File: src/rtl/fetch_defs.svh
`ifndef FETCH_DEFS_SVH
`define FETCH_DEFS_SVH

// first aligned fetch address out of reset
`define FETCH_RESET_PC 32'h1c000000

// fetch groups held between the bus and the backend
`define FETCH_QUEUE_DEPTH 4

`endif

File: src/rtl/fetch_pkg.sv
`default_nettype none

package fetch_pkg;

    // one aligned instruction pair, pc bit 2 set means slot 0 is skipped
    typedef struct packed {
        logic [31:0] pc;
        logic [31:0] inst0;
        logic [31:0] inst1;
    } fetch_group_t;

    typedef enum logic [1:0] {
        BT_NONE     = 2'd0,
        BT_DIRECT   = 2'd1,
        BT_COND     = 2'd2,
        BT_INDIRECT = 2'd3
    } btype_e;

    // per-slot masks, bit 0 is slot 0
    typedef struct packed {
        logic [1:0] ibar_flag;
        logic [1:0] csr_flag;
        logic [1:0] tlb_flag;
        logic [1:0] priv_flag;
        btype_e     btype;
    } predecode_t;

    // wishbone classic read request
    typedef struct packed {
        logic        cyc;
        logic        stb;
        logic [31:0] adr;
    } wb_req_t;

    typedef enum logic [1:0] {
        FS_IDLE,
        FS_BUS,
        FS_HALT
    } fetch_state_e;

endpackage

`default_nettype wire

File: src/rtl/pre_decoder.sv
`timescale 1ns/1ps
`default_nettype none

module pre_decoder import fetch_pkg::*; (
    input  fetch_group_t group,
    output predecode_t   predecode
);

    logic [1:0] slot_valid;
    logic [1:0] ibar_raw;
    logic [1:0] csr_raw;
    logic [1:0] tlb_raw;
    btype_e     type0;
    btype_e     type1;

    // ibar: 00111 opcode group with bit 15 set
    function automatic logic is_ibar(input logic [31:0] w);
        return (w[31:27] == 5'b00111) && w[15];
    endfunction

    // csrwr / csrxchg only, csrrd has rj == 0
    function automatic logic is_csr_write(input logic [31:0] w);
        return (w[31:24] == 8'b00000100) && (w[9:5] != 5'd0);
    endfunction

    function automatic logic is_tlb(input logic [31:0] w);
        logic srch;
        logic rd;
        logic inv;
        srch = (w == 32'h06482800);
        rd   = (w == 32'h06482c00);
        // invtlb carries op and register fields below bit 15
        inv  = (w[31:15] == 17'b00000110010010011);
        return srch || rd || inv;
    endfunction

    function automatic btype_e branch_type(input logic [31:0] w);
        btype_e t;
        if (w[31:27] == 5'b01010) begin
            // b, bl
            t = BT_DIRECT;
        end else if (w[31:26] == 6'b010011) begin
            // jirl
            t = BT_INDIRECT;
        end else if ((w[31:27] == 5'b01011) || (w[31:28] == 4'b0110)) begin
            t = BT_COND;
        end else begin
            t = BT_NONE;
        end
        return t;
    endfunction

    // slot 0 lies before the pc when bit 2 is set
    assign slot_valid = {1'b1, ~group.pc[2]};

    assign ibar_raw = {is_ibar(group.inst1), is_ibar(group.inst0)};
    assign csr_raw  = {is_csr_write(group.inst1), is_csr_write(group.inst0)};
    assign tlb_raw  = {is_tlb(group.inst1), is_tlb(group.inst0)};

    assign type0 = slot_valid[0] ? branch_type(group.inst0) : BT_NONE;
    assign type1 = branch_type(group.inst1);

    assign predecode.ibar_flag = ibar_raw & slot_valid;
    assign predecode.csr_flag  = csr_raw & slot_valid;
    assign predecode.tlb_flag  = tlb_raw & slot_valid;
    assign predecode.priv_flag = (ibar_raw | csr_raw | tlb_raw) & slot_valid;

    // earlier slot decides the group type
    always_comb begin
        if (type0 != BT_NONE) begin
            predecode.btype = type0;
        end else begin
            predecode.btype = type1;
        end
    end

endmodule

`default_nettype wire

File: src/rtl/fetch_queue.sv
`timescale 1ns/1ps
`default_nettype none

`include "fetch_defs.svh"

module fetch_queue import fetch_pkg::*; #(
    parameter int DEPTH = `FETCH_QUEUE_DEPTH
) (
    input  logic         clk,
    input  logic         rst,
    input  logic         flush,
    input  logic         push,
    input  fetch_group_t push_group,
    output logic         full,
    input  logic         pop,
    output logic         head_valid,
    output fetch_group_t head
);

    localparam int PTR_W = (DEPTH > 1) ? $clog2(DEPTH) : 1;
    localparam int CNT_W = $clog2(DEPTH + 1);

    fetch_group_t mem [DEPTH];

    logic [PTR_W-1:0] wr_ptr;
    logic [PTR_W-1:0] rd_ptr;
    logic [CNT_W-1:0] count;
    logic             do_pop;

    assign full       = (count == CNT_W'(DEPTH));
    assign head_valid = (count != '0);
    assign head       = mem[rd_ptr];
    assign do_pop     = pop && head_valid;

    // group storage
    always_ff @(posedge clk) begin
        if (push && !flush) begin
            mem[wr_ptr] <= push_group;
        end
    end

    always_ff @(posedge clk) begin
        if (rst || flush) begin
            wr_ptr <= '0;
            rd_ptr <= '0;
            count  <= '0;
        end else begin
            if (push) begin
                wr_ptr <= (wr_ptr == PTR_W'(DEPTH - 1)) ? '0 : wr_ptr + 1'b1;
            end
            if (do_pop) begin
                rd_ptr <= (rd_ptr == PTR_W'(DEPTH - 1)) ? '0 : rd_ptr + 1'b1;
            end
            // count tracks occupancy with simultaneous push and pop
            case ({push, do_pop})
                2'b10:   count <= count + 1'b1;
                2'b01:   count <= count - 1'b1;
                default: count <= count;
            endcase
        end
    end

endmodule

`default_nettype wire

File: src/rtl/fetch_ctrl.sv
`timescale 1ns/1ps
`default_nettype none

`include "fetch_defs.svh"

module fetch_ctrl import fetch_pkg::*; (
    input  logic         clk,
    input  logic         rst,

    // wishbone classic read master
    output wb_req_t      wb_req,
    input  logic [63:0]  wb_dat,
    input  logic         wb_ack,

    // queue status and backend handshake
    input  logic         queue_full,
    input  logic         head_valid,
    input  logic         issue_ready,
    input  predecode_t   head_predecode,

    input  logic         redirect_valid,
    input  logic [31:0]  redirect_pc,

    output logic         push,
    output fetch_group_t push_group,
    output logic         pop,
    output logic         flush
);

    fetch_state_e state;
    fetch_state_e state_nxt;

    logic [31:0] pc;
    logic [31:0] pc_aligned;
    logic        discard;
    logic        bus_done;
    logic        start_req;
    logic        halt_group;
    logic        halt_take;

    assign pc_aligned = {pc[31:3], 3'b000};
    assign bus_done   = wb_req.cyc && wb_ack;

    // privileged ops and unpredicted jumps stop fetch
    assign halt_group = (|head_predecode.priv_flag) ||
                        (head_predecode.btype == BT_DIRECT) ||
                        (head_predecode.btype == BT_INDIRECT);

    // redirect takes priority over an issue transfer
    assign pop       = head_valid && issue_ready && !redirect_valid;
    assign halt_take = pop && halt_group;
    assign flush     = redirect_valid || halt_take;

    assign push             = bus_done && !discard && !flush;
    assign push_group.pc    = pc;
    assign push_group.inst0 = wb_dat[31:0];
    assign push_group.inst1 = wb_dat[63:32];

    assign start_req = (state == FS_IDLE) && !queue_full && !flush;

    always_comb begin
        state_nxt = state;
        if (redirect_valid) begin
            // an unfinished bus cycle still has to see its ack
            state_nxt = (wb_req.cyc && !wb_ack) ? FS_BUS : FS_IDLE;
        end else if (halt_take) begin
            state_nxt = FS_HALT;
        end else begin
            case (state)
                FS_IDLE: begin
                    if (start_req) begin
                        state_nxt = FS_BUS;
                    end
                end
                FS_BUS: begin
                    if (bus_done) begin
                        state_nxt = FS_IDLE;
                    end
                end
                default: begin
                    state_nxt = state;
                end
            endcase
        end
    end

    always_ff @(posedge clk) begin
        if (rst) begin
            state      <= FS_IDLE;
            pc         <= `FETCH_RESET_PC;
            discard    <= 1'b0;
            wb_req.cyc <= 1'b0;
            wb_req.stb <= 1'b0;
            wb_req.adr <= '0;
        end else begin
            state <= state_nxt;

            // cyc and stb held until ack
            if (bus_done) begin
                wb_req.cyc <= 1'b0;
                wb_req.stb <= 1'b0;
            end else if (start_req) begin
                wb_req.cyc <= 1'b1;
                wb_req.stb <= 1'b1;
                wb_req.adr <= pc_aligned;
            end

            // data of a cancelled path is dropped at its ack
            if (bus_done) begin
                discard <= 1'b0;
            end else if (wb_req.cyc && flush) begin
                discard <= 1'b1;
            end

            if (redirect_valid) begin
                pc <= redirect_pc;
            end else if (push) begin
                pc <= pc_aligned + 32'd8;
            end
        end
    end

endmodule

`default_nettype wire

File: src/rtl/fetch_frontend.sv
`timescale 1ns/1ps
`default_nettype none

`include "fetch_defs.svh"

module fetch_frontend import fetch_pkg::*; (
    input  logic         clk,
    input  logic         rst,

    // instruction memory
    output wb_req_t      wb_req,
    input  logic [63:0]  wb_dat,
    input  logic         wb_ack,

    // backend issue port
    output logic         issue_valid,
    input  logic         issue_ready,
    output fetch_group_t issue_group,
    output predecode_t   issue_predecode,

    input  logic         redirect_valid,
    input  logic [31:0]  redirect_pc
);

    logic         push;
    logic         pop;
    logic         flush;
    logic         queue_full;
    fetch_group_t push_group;

    fetch_ctrl ctrl_i (
        .clk            (clk),
        .rst            (rst),
        .wb_req         (wb_req),
        .wb_dat         (wb_dat),
        .wb_ack         (wb_ack),
        .queue_full     (queue_full),
        .head_valid     (issue_valid),
        .issue_ready    (issue_ready),
        .head_predecode (issue_predecode),
        .redirect_valid (redirect_valid),
        .redirect_pc    (redirect_pc),
        .push           (push),
        .push_group     (push_group),
        .pop            (pop),
        .flush          (flush)
    );

    // queue head is the issue group
    fetch_queue #(
        .DEPTH (`FETCH_QUEUE_DEPTH)
    ) queue_i (
        .clk        (clk),
        .rst        (rst),
        .flush      (flush),
        .push       (push),
        .push_group (push_group),
        .full       (queue_full),
        .pop        (pop),
        .head_valid (issue_valid),
        .head       (issue_group)
    );

    pre_decoder predec_i (
        .group     (issue_group),
        .predecode (issue_predecode)
    );

endmodule

`default_nettype wire

File: config.mk
export PLATFORM = sky130hd
export DESIGN_NAME = fetch_frontend
export DESIGN_NICKNAME = d
export VERILOG_FILES = /design/src/rtl/fetch_pkg.sv /design/src/rtl/pre_decoder.sv /design/src/rtl/fetch_queue.sv /design/src/rtl/fetch_ctrl.sv /design/src/rtl/fetch_frontend.sv
export VERILOG_INCLUDE_DIRS = /design/src /design/src/rtl
export SDC_FILE = /design/constraint.sdc
export NUM_CORES = 1
export LEC_CHECK = 0
export ABC_AREA = 1
export ABC_CLOCK_PERIOD_IN_PS = 8200
export BUFFER_PORTS_ARGS = -buffer_cell sky130_fd_sc_hd__clkbuf_2
export CAP_MARGIN = 40
export CORE_MARGIN = 2
export CORE_UTILIZATION = 45
export DETAILED_ROUTE_END_ITERATION = 6
export PLACE_DENSITY = 0.66
export REMOVE_ABC_BUFFERS = 1
export SETUP_SLACK_MARGIN = 0.05
export SYNTH_ARGS = -nofsm -noshare
export SYNTH_HDL_FRONTEND = slang
export SYNTH_SLANG_ARGS = --single-unit
File: constraint.sdc
create_clock -name clk -period 8.2 [get_ports clk]
set_input_delay 2.05 -clock clk [delete_from_list [all_inputs] [get_ports clk]]
set_output_delay 2.05 -clock clk [all_outputs]
set_load 0.1 [all_outputs]
==> impl_results.md, run 1 <==
- First-pass GRT wire length: 72.4 mm
- Mapped Cells: 1859
- Die ar.: 44500 um2
- Finish-stage setup viols: 0
- Worst-path fanout max: 75
- Worst-margin pin slew: 0.879 ns
- Port buffer count: 238
- Power per cell area: 227 nW/um2
- First drt pass iteration count: 5
- Total Power: 5.08 mW
- DRC viols: 0
- Postcts setup bufs: 0
- Total GRT Usage: 20.9%
- Post-synthesis sequential area ratio: 67.5%
- Layout cell share with drive strength beyond 1: 16.3%
- Place WS: 2.67 ns
- Max clock buf depth: 3
- Largest net degree at the start of global routing: 76
- Largest cells by area after synthesis: edfxtp_1, nand2_1, dfxtp_1
- Outcome: complete, no violations
- Max rail drop VDD: 0.179 mV
- Core box area: 42100 um2
- Worst Setup Start Kind: flop
- Via count: 13700
- Clock sink total: 458
- Largest area contributor in the netlist: edfxtp_1
- Post-CTS resize count: 0
- Cell Count, Final, Fillers Out: 2647
- Synthesized cell area: 19300 um2
- Clk Latency, worst-skew pair: 0.59 ns
- Fin nets: 2178
- Pins Over Slew Limit: 0
- Vias/cell: 5.17
- HPWL after DPL: 29.3 mm
- Final worst path period need: 5.99 ns
- CP Class: reg -> out
- Synth unique cells: 40
- Worst Hold Class: reg -> reg
- Die height: 211 um
- Syn_area_per_cell: 10.4 um2
- Drt wl/cell: 17.6 um
- Root Driver: clkbuf_16
- Synth top area share: 59.8%
- GPL Wtd Cong: 0.863
- CTS tree: done
- Post-route setup TNS: 0 ns
- Endpoints failing hold: 0
- Post-route ant nets: 0
- Routed wire length: 46.6 mm
- Worst slew margin: 41.4%
- Final worst slack: 2.21 ns
- Vias in the first global route: 13200
- Cell Rows: 75
- Hold slack: 0.478 ns
- DRT iter0 DRCs: 1363
- CP Capture Type: output pin
- Leak pwr: 8.98 nW
- Arrival @ worst endpoint: 3.94 ns
- Fillers: 3654
- Storage element area: 13000 um2
- DP Cell Count: 2558
- Synth-to-Final Area Change: 16.1%
- Req. time, crit path: 6.15 ns
- Yosys reg bits: 458
- H-tree levels: 2
- RSZ-0062 raised after global routing: no
- Final core occ: 53.1%
- CTS Hold Bufs: 0
- Max frequency: 167 MHz
- Total grt overflow: 0
- Initial Util: 45.8%
- Chip width: 211 um
- Initial antenna violation count: 3
- Finished Cell Area: 22400 um2
- YS warnings: 0
- Fin Clk Skew: 0.0337 ns
- CTS Buf Count: 48
- Top-Level Pins: 242
- Max-cap violations: 0
- Reg clk slew, reported paths: 0.06 ns
- Final worst-path cycle share: 73.0%
- Multi-input gate area: 5220 um2
- Area after DPL: 20900 um2
## flip-flops by register name (all words and copies together), names as in the netlist, named ones only
register and count:
queue_i.wr_ptr 2, queue_i.count 3, queue_i.rd_ptr 2, queue_i.mem 384
ctrl_i.pc 32, ctrl_i.discard 1, ctrl_i.wb_req 30, ctrl_i.state 2
## per-layer routing
| metal | global-route usage [%] | vias to the layer above | wire (um) |
|---|---|---|---|
| met5 | 0 | - | 14 |
| met4 | 5.97 | 2 | 1000 |
| met3 | 3.84 | 72 | 3480 |
| met2 | 33.5 | 459 | 21500 |
| met1 | 29.4 | 6478 | 20600 |
| li1 | - | 6661 | - |
## worst paths after layout
kind / end / slack, ns / cells after the start / startpoint
hold reg to reg: flop / 0.48 / 2 / queue_i.rd_ptr[1]
setup / recovery: issue_predecode[2] / 2.21 / 13 / flop
hold / removal: flop / 0.48 / 2 / queue_i.rd_ptr[1]
setup reg to reg: queue_i.mem[2][35] / 2.66 / 21 / flop
## critical path, cell delays in order, from the launching register on
cell	delay, ns
dfxtp_4	0.42
buf_16	0.23
inv_6	0.44
buf_4	0.50
buf_16	0.31
nand2_1	0.09
nand3_1	0.08
nand2_1	0.12
nor2_1	0.18
nand3_1	0.09
nor2_1	0.13
nor2_1	0.06
nand2_1	0.09
clkbuf_2	0.47
## Yosys cell counts, drive strengths merged
master / count
nand3b: 2
o21ai: 99
a31oi: 1
nor2: 205
nor4b: 2
ha: 7
fa: 1
o22ai: 33
nor3: 14
edfxtp: 384
dfxtp: 74
xnor2: 9
and3: 2
conb: 1
o211ai: 2
nor4: 2
nand2: 534
o31ai: 1
or2: 1
inv: 143
xor2: 18
nand4: 12
nand3: 172
buf: 65
clkbuf: 34
or3: 1
a21oi: 40
## report_power, final
part | switching [mW] | internal [mW] | leakage [nW] | total, mW
Clock | 0.879 | 1.18 | 0.726 | 2.06
Sequential | 0.0377 | 2.56 | 4.03 | 2.60
Combinational | 0.337 | 0.0803 | 4.23 | 0.418
## final cells by class
cell class / count / share of cell area [%]
Tap cell: 539 / 3.01
Sequential cell: 458 / 58.2
Inverter: 143 / 2.43
Timing Repair Buffer: 257 / 6.46
Clock inverter: 30 / 1.01
Antenna cell: 3 / 0.0335
Multi-Input combinational cell: 1161 / 23.3
Clock buffer: 56 / 5.59
## cells in the final DEF (no fill, tap or decap), types with 2 or more instances in the layout
| cell | Yosys | final |
|---|---|---|
| clkbuf_16 | 0 | 49 |
| xor2_1 | 18 | 18 |
| diode_2 | 0 | 3 |
| bufinv_16 | 0 | 3 |
| nor2_1 | 204 | 200 |
| nor2_4 | 0 | 4 |
| buf_4 | 17 | 13 |
| nor4b_1 | 2 | 2 |
| and3_1 | 2 | 2 |
| nor4_1 | 2 | 2 |
| inv_2 | 5 | 4 |
| xnor2_1 | 9 | 9 |
| buf_16 | 0 | 5 |
| ha_1 | 7 | 7 |
| clkinv_1 | 0 | 14 |
| nand2_2 | 2 | 2 |
| dfxtp_4 | 0 | 2 |
| clkinv_2 | 0 | 8 |
| clkbuf_2 | 0 | 238 |
| nor3_1 | 13 | 13 |
| inv_1 | 137 | 137 |
| nand2_4 | 2 | 2 |
| nand3_1 | 171 | 171 |
| o22ai_1 | 33 | 33 |
| a21oi_1 | 40 | 40 |
| o21ai_0 | 94 | 94 |
| nand4_1 | 11 | 11 |
| dfxtp_1 | 74 | 72 |
| conb_1 | 1 | 3 |
| nand3b_1 | 2 | 2 |
| edfxtp_1 | 384 | 384 |
| o21ai_1 | 5 | 5 |
| clkbuf_1 | 34 | 7 |
| nand2_1 | 530 | 530 |
| inv_6 | 0 | 5 |
## logic make-up (layout without fill, tap and decap cells)
group / count (synthesis) / after routing / synth area share (%)
DFF: 458 / 458 / 67.5
adders and majority gates: 8 / 8 / 0.558
xor gates and xnor gates: 27 / 27 / 1.23
buffers and inverters: 242 / 486 / 5.68
other: 1 / 6 / 0.0194
AOI/OAI and AO/OA: 176 / 176 / 4.85
and+or+nand+nor: 947 / 947 / 20.2
(Power assumes the default switching activity.)
==> inputs of run 2 (changes only) <==
Settings changed: ABC_CLOCK_PERIOD_IN_PS 8200 to 5200, PLACE_DENSITY 0.66 to 0.69.
Clock period 8.2 ns to 5.2 ns, I/O delays scaled along.
==> run 2 against run 1 <==
- sequential share of layout area fell by 0.39 points
- setup slack got worse by 1.9 ns
- via count rose by 0.14%
- clock skew fell by 0.011 ns
- cell area rose by 0.67%
- worst hold slack improved by 0.010 ns
- sequential power rose by 57%
- first-iteration DRC count fell by 20%
- final cell count rose by 0.23%
- global-route usage fell by 0.39 points
- critical path depth fell by 3
- non-clock buffer count rose by 5
- largest cell class unchanged
==> impl_results.md, run 2 (synthesis gave the netlist of run 1 again) <==
- First-pass GRT wire length: 70.9 mm (-2.0%)
- Worst Hold Class: reg -> reg
- Post-CTS resize count: 0 (unchanged)
- Highest-count cells in the layout ignoring fill and taps: nand2_1, edfxtp_1, clkbuf_2
- GPL Wtd Cong: 0.835 (-3.3%)
- Max-cap violations: 0 (unchanged)
- NetSw: 1.95 mW (+55%)
- Initial Util: 45.8% (unchanged)
- DRC viols: 0 (unchanged)
- Clock sink total: 458 (unchanged)
- Internal power: 6.14 mW (+61%)
- Top-Level Pins: 242 (unchanged)
- Fin nets: 2183 (+0.23%)
- Final worst slack: 0.288 ns (-1.92 ns)
- Place WS: 0.865 ns (-1.81 ns)
- Max clock buf depth: 3 (unchanged)
- Reg clk slew, reported paths: 0.06 ns (about the same)
- Logic pwr share: 8.1% (about the same)
- Largest net degree at the start of global routing: 123 (+62%)
- Vias/cell: 5.16 (about the same)
- Post-route ant nets: 0 (unchanged)
- Most flops, register: queue_i.mem
- Top flop regs: queue_i.mem x384, ctrl_i.pc x32, ctrl_i.wb_req x30
- Synth-to-Final Area Change: 16.8%
- Power share of the sequential group: 50.6% (-0.6 points)
- Chip width: 211 um (unchanged)
- Finished Cell Area: 22500 um2 (+0.67%)
- Worst slew margin: 43.3% (+1.8 points)
- CTS Buf Count: 48 (unchanged)
- Core box area: 42100 um2 (unchanged)
- Finish-stage setup viols: 0 (unchanged)
- Final core occ: 53.5% (+0.36 points)
- FF-to-FF setup slack: 1.07 ns (-1.59 ns)
- Cell Rows: 75 (unchanged)
- RSZ-0062 raised after global routing: no
- Total Power: 8.09 mW (+59%)
- Total grt overflow: 0 (unchanged)
- Vias in the first global route: 13000 (-1.7%)
- Die height: 211 um (unchanged)
- Layout cell share with drive strength beyond 1: 16.7% (+0.33 points)
- CTS Hold Bufs: 0 (unchanged)
- First drt pass iteration count: 7 (+2)
- Worst Setup Start Kind: flop
- Max rail drop VDD: 0.222 mV (+24%)
- Port buffer count: 238 (unchanged)
- Sw Ratio: 24.1% (-0.60 points)
- DRT iter0 DRCs: 1094 (-20%)
- Leak pwr: 9.03 nW (+0.56%)
- H-tree levels: 2 (unchanged)
- Drt wl/cell: 17.3 um (-1.7%)
- Outcome: complete, no violations
- Req. time, crit path: 3.90 ns (-2.25 ns)
- Total GRT Usage: 20.5% (-0.39 points)
- Pins Over Slew Limit: 0 (unchanged)
- Fillers: 3677 (+0.63%)
- DP Cell Count: 2563 (+0.20%)
- Arrival @ worst endpoint: 3.61 ns (-0.33 ns)
- Max FFs per register: 384 (unchanged)
- Final worst-path cycle share: 94.5%
- Fin Clk Skew: 0.0223 ns (-0.0114 ns)
- CP Capture Type: output pin
- Clk Latency, worst-skew pair: 0.58 ns (about the same)
- Power per cell area: 359 nW/um2 (+58%)
- Post-route setup TNS: 0 ns (unchanged)
- Endpoints failing hold: 0 (unchanged)
- Hold slack: 0.488 ns (+0.00996 ns)
- Reg2Reg Depth: 19 (-9.5%)
- Clock power frac: 41.3% (+0.7 points)
- Cell Count, Final, Fillers Out: 2653 (+0.23%)
- Via count: 13700 (+0.14%)
- Worst r2r dst: queue_i.mem[1][23]
- Postcts setup bufs: 0 (unchanged)
- Initial antenna violation count: 3 (unchanged)
- HPWL after DPL: 28.9 mm (-1.2%)
- Final worst path period need: 4.91 ns
- Root Driver: clkbuf_16
- Max frequency: 204 MHz
- Area after DPL: 21000 um2 (+0.37%)
- Die ar.: 44500 um2 (unchanged)
- Worst Setup EP: issue_predecode[5]
- Commonest non-fill, non-tap cell in the layout: nand2_1
- Worst-margin pin slew: 0.851 ns (-0.0277 ns)
- Worst-path fanout max: 74 (-1.3%)
- Routed wire length: 45.9 mm (-1.5%)
- CTS tree: done
- CP Class: reg -> out
[run 2: layer usage]
layer	vias up	part of all wire (%)	GRT usage (%)
li1	6671	-	-
met1	6428	42	27.5
met2	503	48	33.9
met3	87	7.7	4.07
met4	2	2.3	6.29
met5	-	0.020	0
[run 2: how the worst min path moves through the flow]
stage	start	end	slack, ns	cells after the start
2_1_floorplan	ctrl_i.discard	ctrl_i.discard	0.44	2
3_3_place_gp	ctrl_i.discard	ctrl_i.discard	0.45	2
3_5_place_dp	queue_i.count[0]	queue_i.count[0]	0.48	2
4_1_cts	queue_i.count[0]	queue_i.count[0]	0.48	2
5_1_grt	ctrl_i.state[1]	ctrl_i.state[1]	0.52	2
6_report	queue_i.count[0]	queue_i.count[0]	0.49	2
[run 2: cell type report]
type	count	area, um2	area share (%)
sequential	458	13000	57.8
multi-input combinational	1161	5220	23.1
timing repair buffer	262	1520	6.76
clock buffer	64	1360	6.01
tap	539	674	2.99
inverter	143	544	2.41
clock inverter	23	195	0.866
antenna	3	7.51	0.0333
[run 2: worst max-delay path, cell delays in order, from the launching register on]
cell,delay [ns]
dfxtp_4,0.64
inv_6,0.25
buf_16,0.30
nand2_1,0.11
nand3_1,0.07
nand2_1,0.27
nand2_1,0.13
nor4_1,0.25
a31oi_1,0.11
nor4b_1,0.32
clkbuf_2,0.53
[run 2: power groups by stage]
stage               clock [mW]  sequential, mW  combinational, mW
global route              3.55            4.10              0.702
floorplan                    0            4.32              0.327
detailed placement           0            4.17              0.657
finish                    3.34            4.09              0.656
global placement             0            4.17              0.648
CTS                       3.39            4.09              0.659
==> inputs of run 3 (changes only) <==
Settings changed: CORE_UTILIZATION 45 to 31, PLACE_DENSITY 0.69 to 0.52.
==> run 3 against run 2 <==
- sequential share of layout area down 1.4 points
- die area is 44% higher
- clock power rose by 10%
- wire length rose by 11%
- critical path type unchanged
- critical endpoint is now issue_group[83]
- largest power group unchanged
- highest routed layer unchanged
==> impl_results.md, run 3 (synthesis gave the netlist of run 1 again) <==
- Total Power: 8.43 mW (+4.3%)
- Internal power: 6.42 mW (+4.6%)
- Most flops, register: queue_i.mem
- Chip width: 253 um (+20%)
- Clock power frac: 43.6% (+2.3 points)
- Commonest non-fill, non-tap cell in the layout: nand2_1
- Max frequency: 216 MHz (+6.0%)
- Clock sink total: 458 (unchanged)
- Post-CTS resize count: 0 (unchanged)
- DRC viols: 0 (unchanged)
- HPWL after DPL: 31.8 mm (+9.9%)
- Total grt overflow: 0 (unchanged)
- First drt pass iteration count: 7 (unchanged)
- Cell Rows: 91 (+21%)
- Antenna Diode Count: 0 (-3)
- Top-Level Pins: 242 (unchanged)
- Hold slack: 0.473 ns (-0.0150 ns)
- CTS Buf Count: 51 (+6.3%)
- NetSw: 2.01 mW (+3.3%)
- Leak pwr: 9.12 nW (+1.0%)
- Finish-stage setup viols: 0 (unchanged)
- Total GRT Usage: 15.7% (-4.8 points)
- Initial antenna violation count: 1 (-2)
- Port buffer count: 238 (unchanged)
- Highest-count cells in the layout ignoring fill and taps: nand2_1, edfxtp_1, clkbuf_2
- Fin Clk Skew: 0.0182 ns (-0.00413 ns)
- Max-cap violations: 0 (unchanged)
- Logic pwr share: 7.9% (-0.2 points)
- CP Class: reg -> out
- Vias in the first global route: 13300 (+2.6%)
- Routed wire length: 50.8 mm (+11%)
- Outcome: complete, no violations
- Max rail drop VDD: 0.210 mV (-5.3%)
- Max clock buf depth: 3 (unchanged)
- Postcts setup bufs: 0 (unchanged)
- Worst Setup Start Kind: flop
- CTS Hold Bufs: 0 (unchanged)
- DRT iter0 DRCs: 671 (-39%)
- Root Driver: clkbuf_16
- Final worst-path cycle share: 89.1% (-5.3 points)
- CP Capture Type: output pin
- Drt wl/cell: 17.2 um (-0.50%)
- Final worst path period need: 4.64 ns (-0.277 ns)
- Reg clk slew, reported paths: 0.07 ns (about the same)
- Fillers: 6098 (+66%)
- Die ar.: 64200 um2 (+44%)
- Top flop regs: queue_i.mem x384, ctrl_i.pc x32, ctrl_i.wb_req x30
- Area after DPL: 21400 um2 (+1.8%)
- Post-route ant nets: 0 (unchanged)
- Power per cell area: 365 nW/um2 (+1.8%)
- Layout cell share with drive strength beyond 1: 17.0% (+0.32 points)
- Endpoints failing hold: 0 (unchanged)
- Worst slew margin: 39.6% (-3.7 points)
- Max FFs per register: 384 (unchanged)
- Worst-margin pin slew: 0.907 ns (+0.0554 ns)
- Die height: 253 um (+20%)
- Finished Cell Area: 23100 um2 (+2.4%)
- Clk Latency, worst-skew pair: 0.57 ns (about the same)
- First-pass GRT wire length: 77.6 mm (+9.3%)
- Worst Hold Class: reg -> reg
- Power share of the sequential group: 48.5% (-2.1 points)
- Pins Over Slew Limit: 0 (unchanged)
- Initial Util: 31.3% (-14 points)
- GPL Wtd Cong: 0.844 (+1.1%)
- Sw Ratio: 23.9% (-0.23 points)
- Arrival @ worst endpoint: 3.34 ns (-0.27 ns)
- Via count: 13600 (-0.52%)
- Synth-to-Final Area Change: 19.6%
- Post-route setup TNS: 0 ns (unchanged)
- Core box area: 61600 um2 (+46%)
- Fin nets: 2186 (+0.14%)
- Largest net degree at the start of global routing: 197 (+60%)
- Req. time, crit path: 3.90 ns (about the same)
- RSZ-0062 raised after global routing: no
- CTS tree: done
- Worst-path fanout max: 78 (+5.4%)
- H-tree levels: 2 (unchanged)
- Vias/cell: 4.61 (-11%)
-- run 3: cell count changes in the layout (fill, tap and decap cells not counted), sizes merged --
cell,previous run,this run
bufinv,3,7
clkinv,15,19
diode,3,0
clkinvlp,2,0
buf,24,25
clkbuf,302,303
inv,146,145
-- run 3: power groups by stage --
stage | Combinational (mW) | Sequential (mW) | Clock, mW
after global placement | 0.665 | 4.17 | 0
after floorplan | 0.327 | 4.32 | 0
after CTS | 0.671 | 4.09 | 3.78
after global routing | 0.713 | 4.10 | 3.92
final | 0.664 | 4.09 | 3.68
after detailed placement | 0.669 | 4.17 | 0
-- run 3: final cells by class --
cell class / instances / area [um2] / area share (%)
Sequential cell: 458 / 13000 / 56.4
Multi-Input combinational cell: 1161 / 5220 / 22.6
Timing Repair Buffer: 262 / 1520 / 6.60
Clock buffer: 66 / 1420 / 6.13
Tap cell: 837 / 1050 / 4.54
Inverter: 143 / 544 / 2.36
Clock inverter: 28 / 310 / 1.34
-- run 3: critical path, cell delays in order, from the launching register on --
cell      delay [ns]
dfxtp_4         0.37
inv_6           0.39
buf_12          0.33
buf_4           0.53
o21ai_0         0.16
o22ai_1         0.35
clkbuf_2        0.54
-- run 3: worst paths after layout --
check	startpoint	endpoint	slack, ns	cells after the start
setup / recovery	flop	issue_group[83]	0.56	6
hold reg to reg	ctrl_i.discard	ctrl_i.discard	0.47	2
hold / removal	ctrl_i.discard	ctrl_i.discard	0.47	2
setup reg to reg	flop	queue_i.mem[3][48]	1.15	17
-- run 3: routing by layer --
layer | routed length, um | up-vias | track usage [%]
li1 | - | 6686 | -
met1 | 22600 | 6545 | 20.4
met2 | 24800 | 331 | 27.1
met3 | 2600 | 56 | 2.98
met4 | 775 | 2 | 3.55
met5 | 11 | - | 0
-- run 3: through the flow --
stage	util (%)	worst slack [ns]	std cells
6_report	37.5	0.565	2955
5_1_grt	37.5	0.230	2955
2_1_floorplan	-	-7.57	1762
4_1_cts	37.5	0.402	2955
3_5_place_dp	34.7	1.03	2861
3_3_place_gp	34.7	1.07	2861
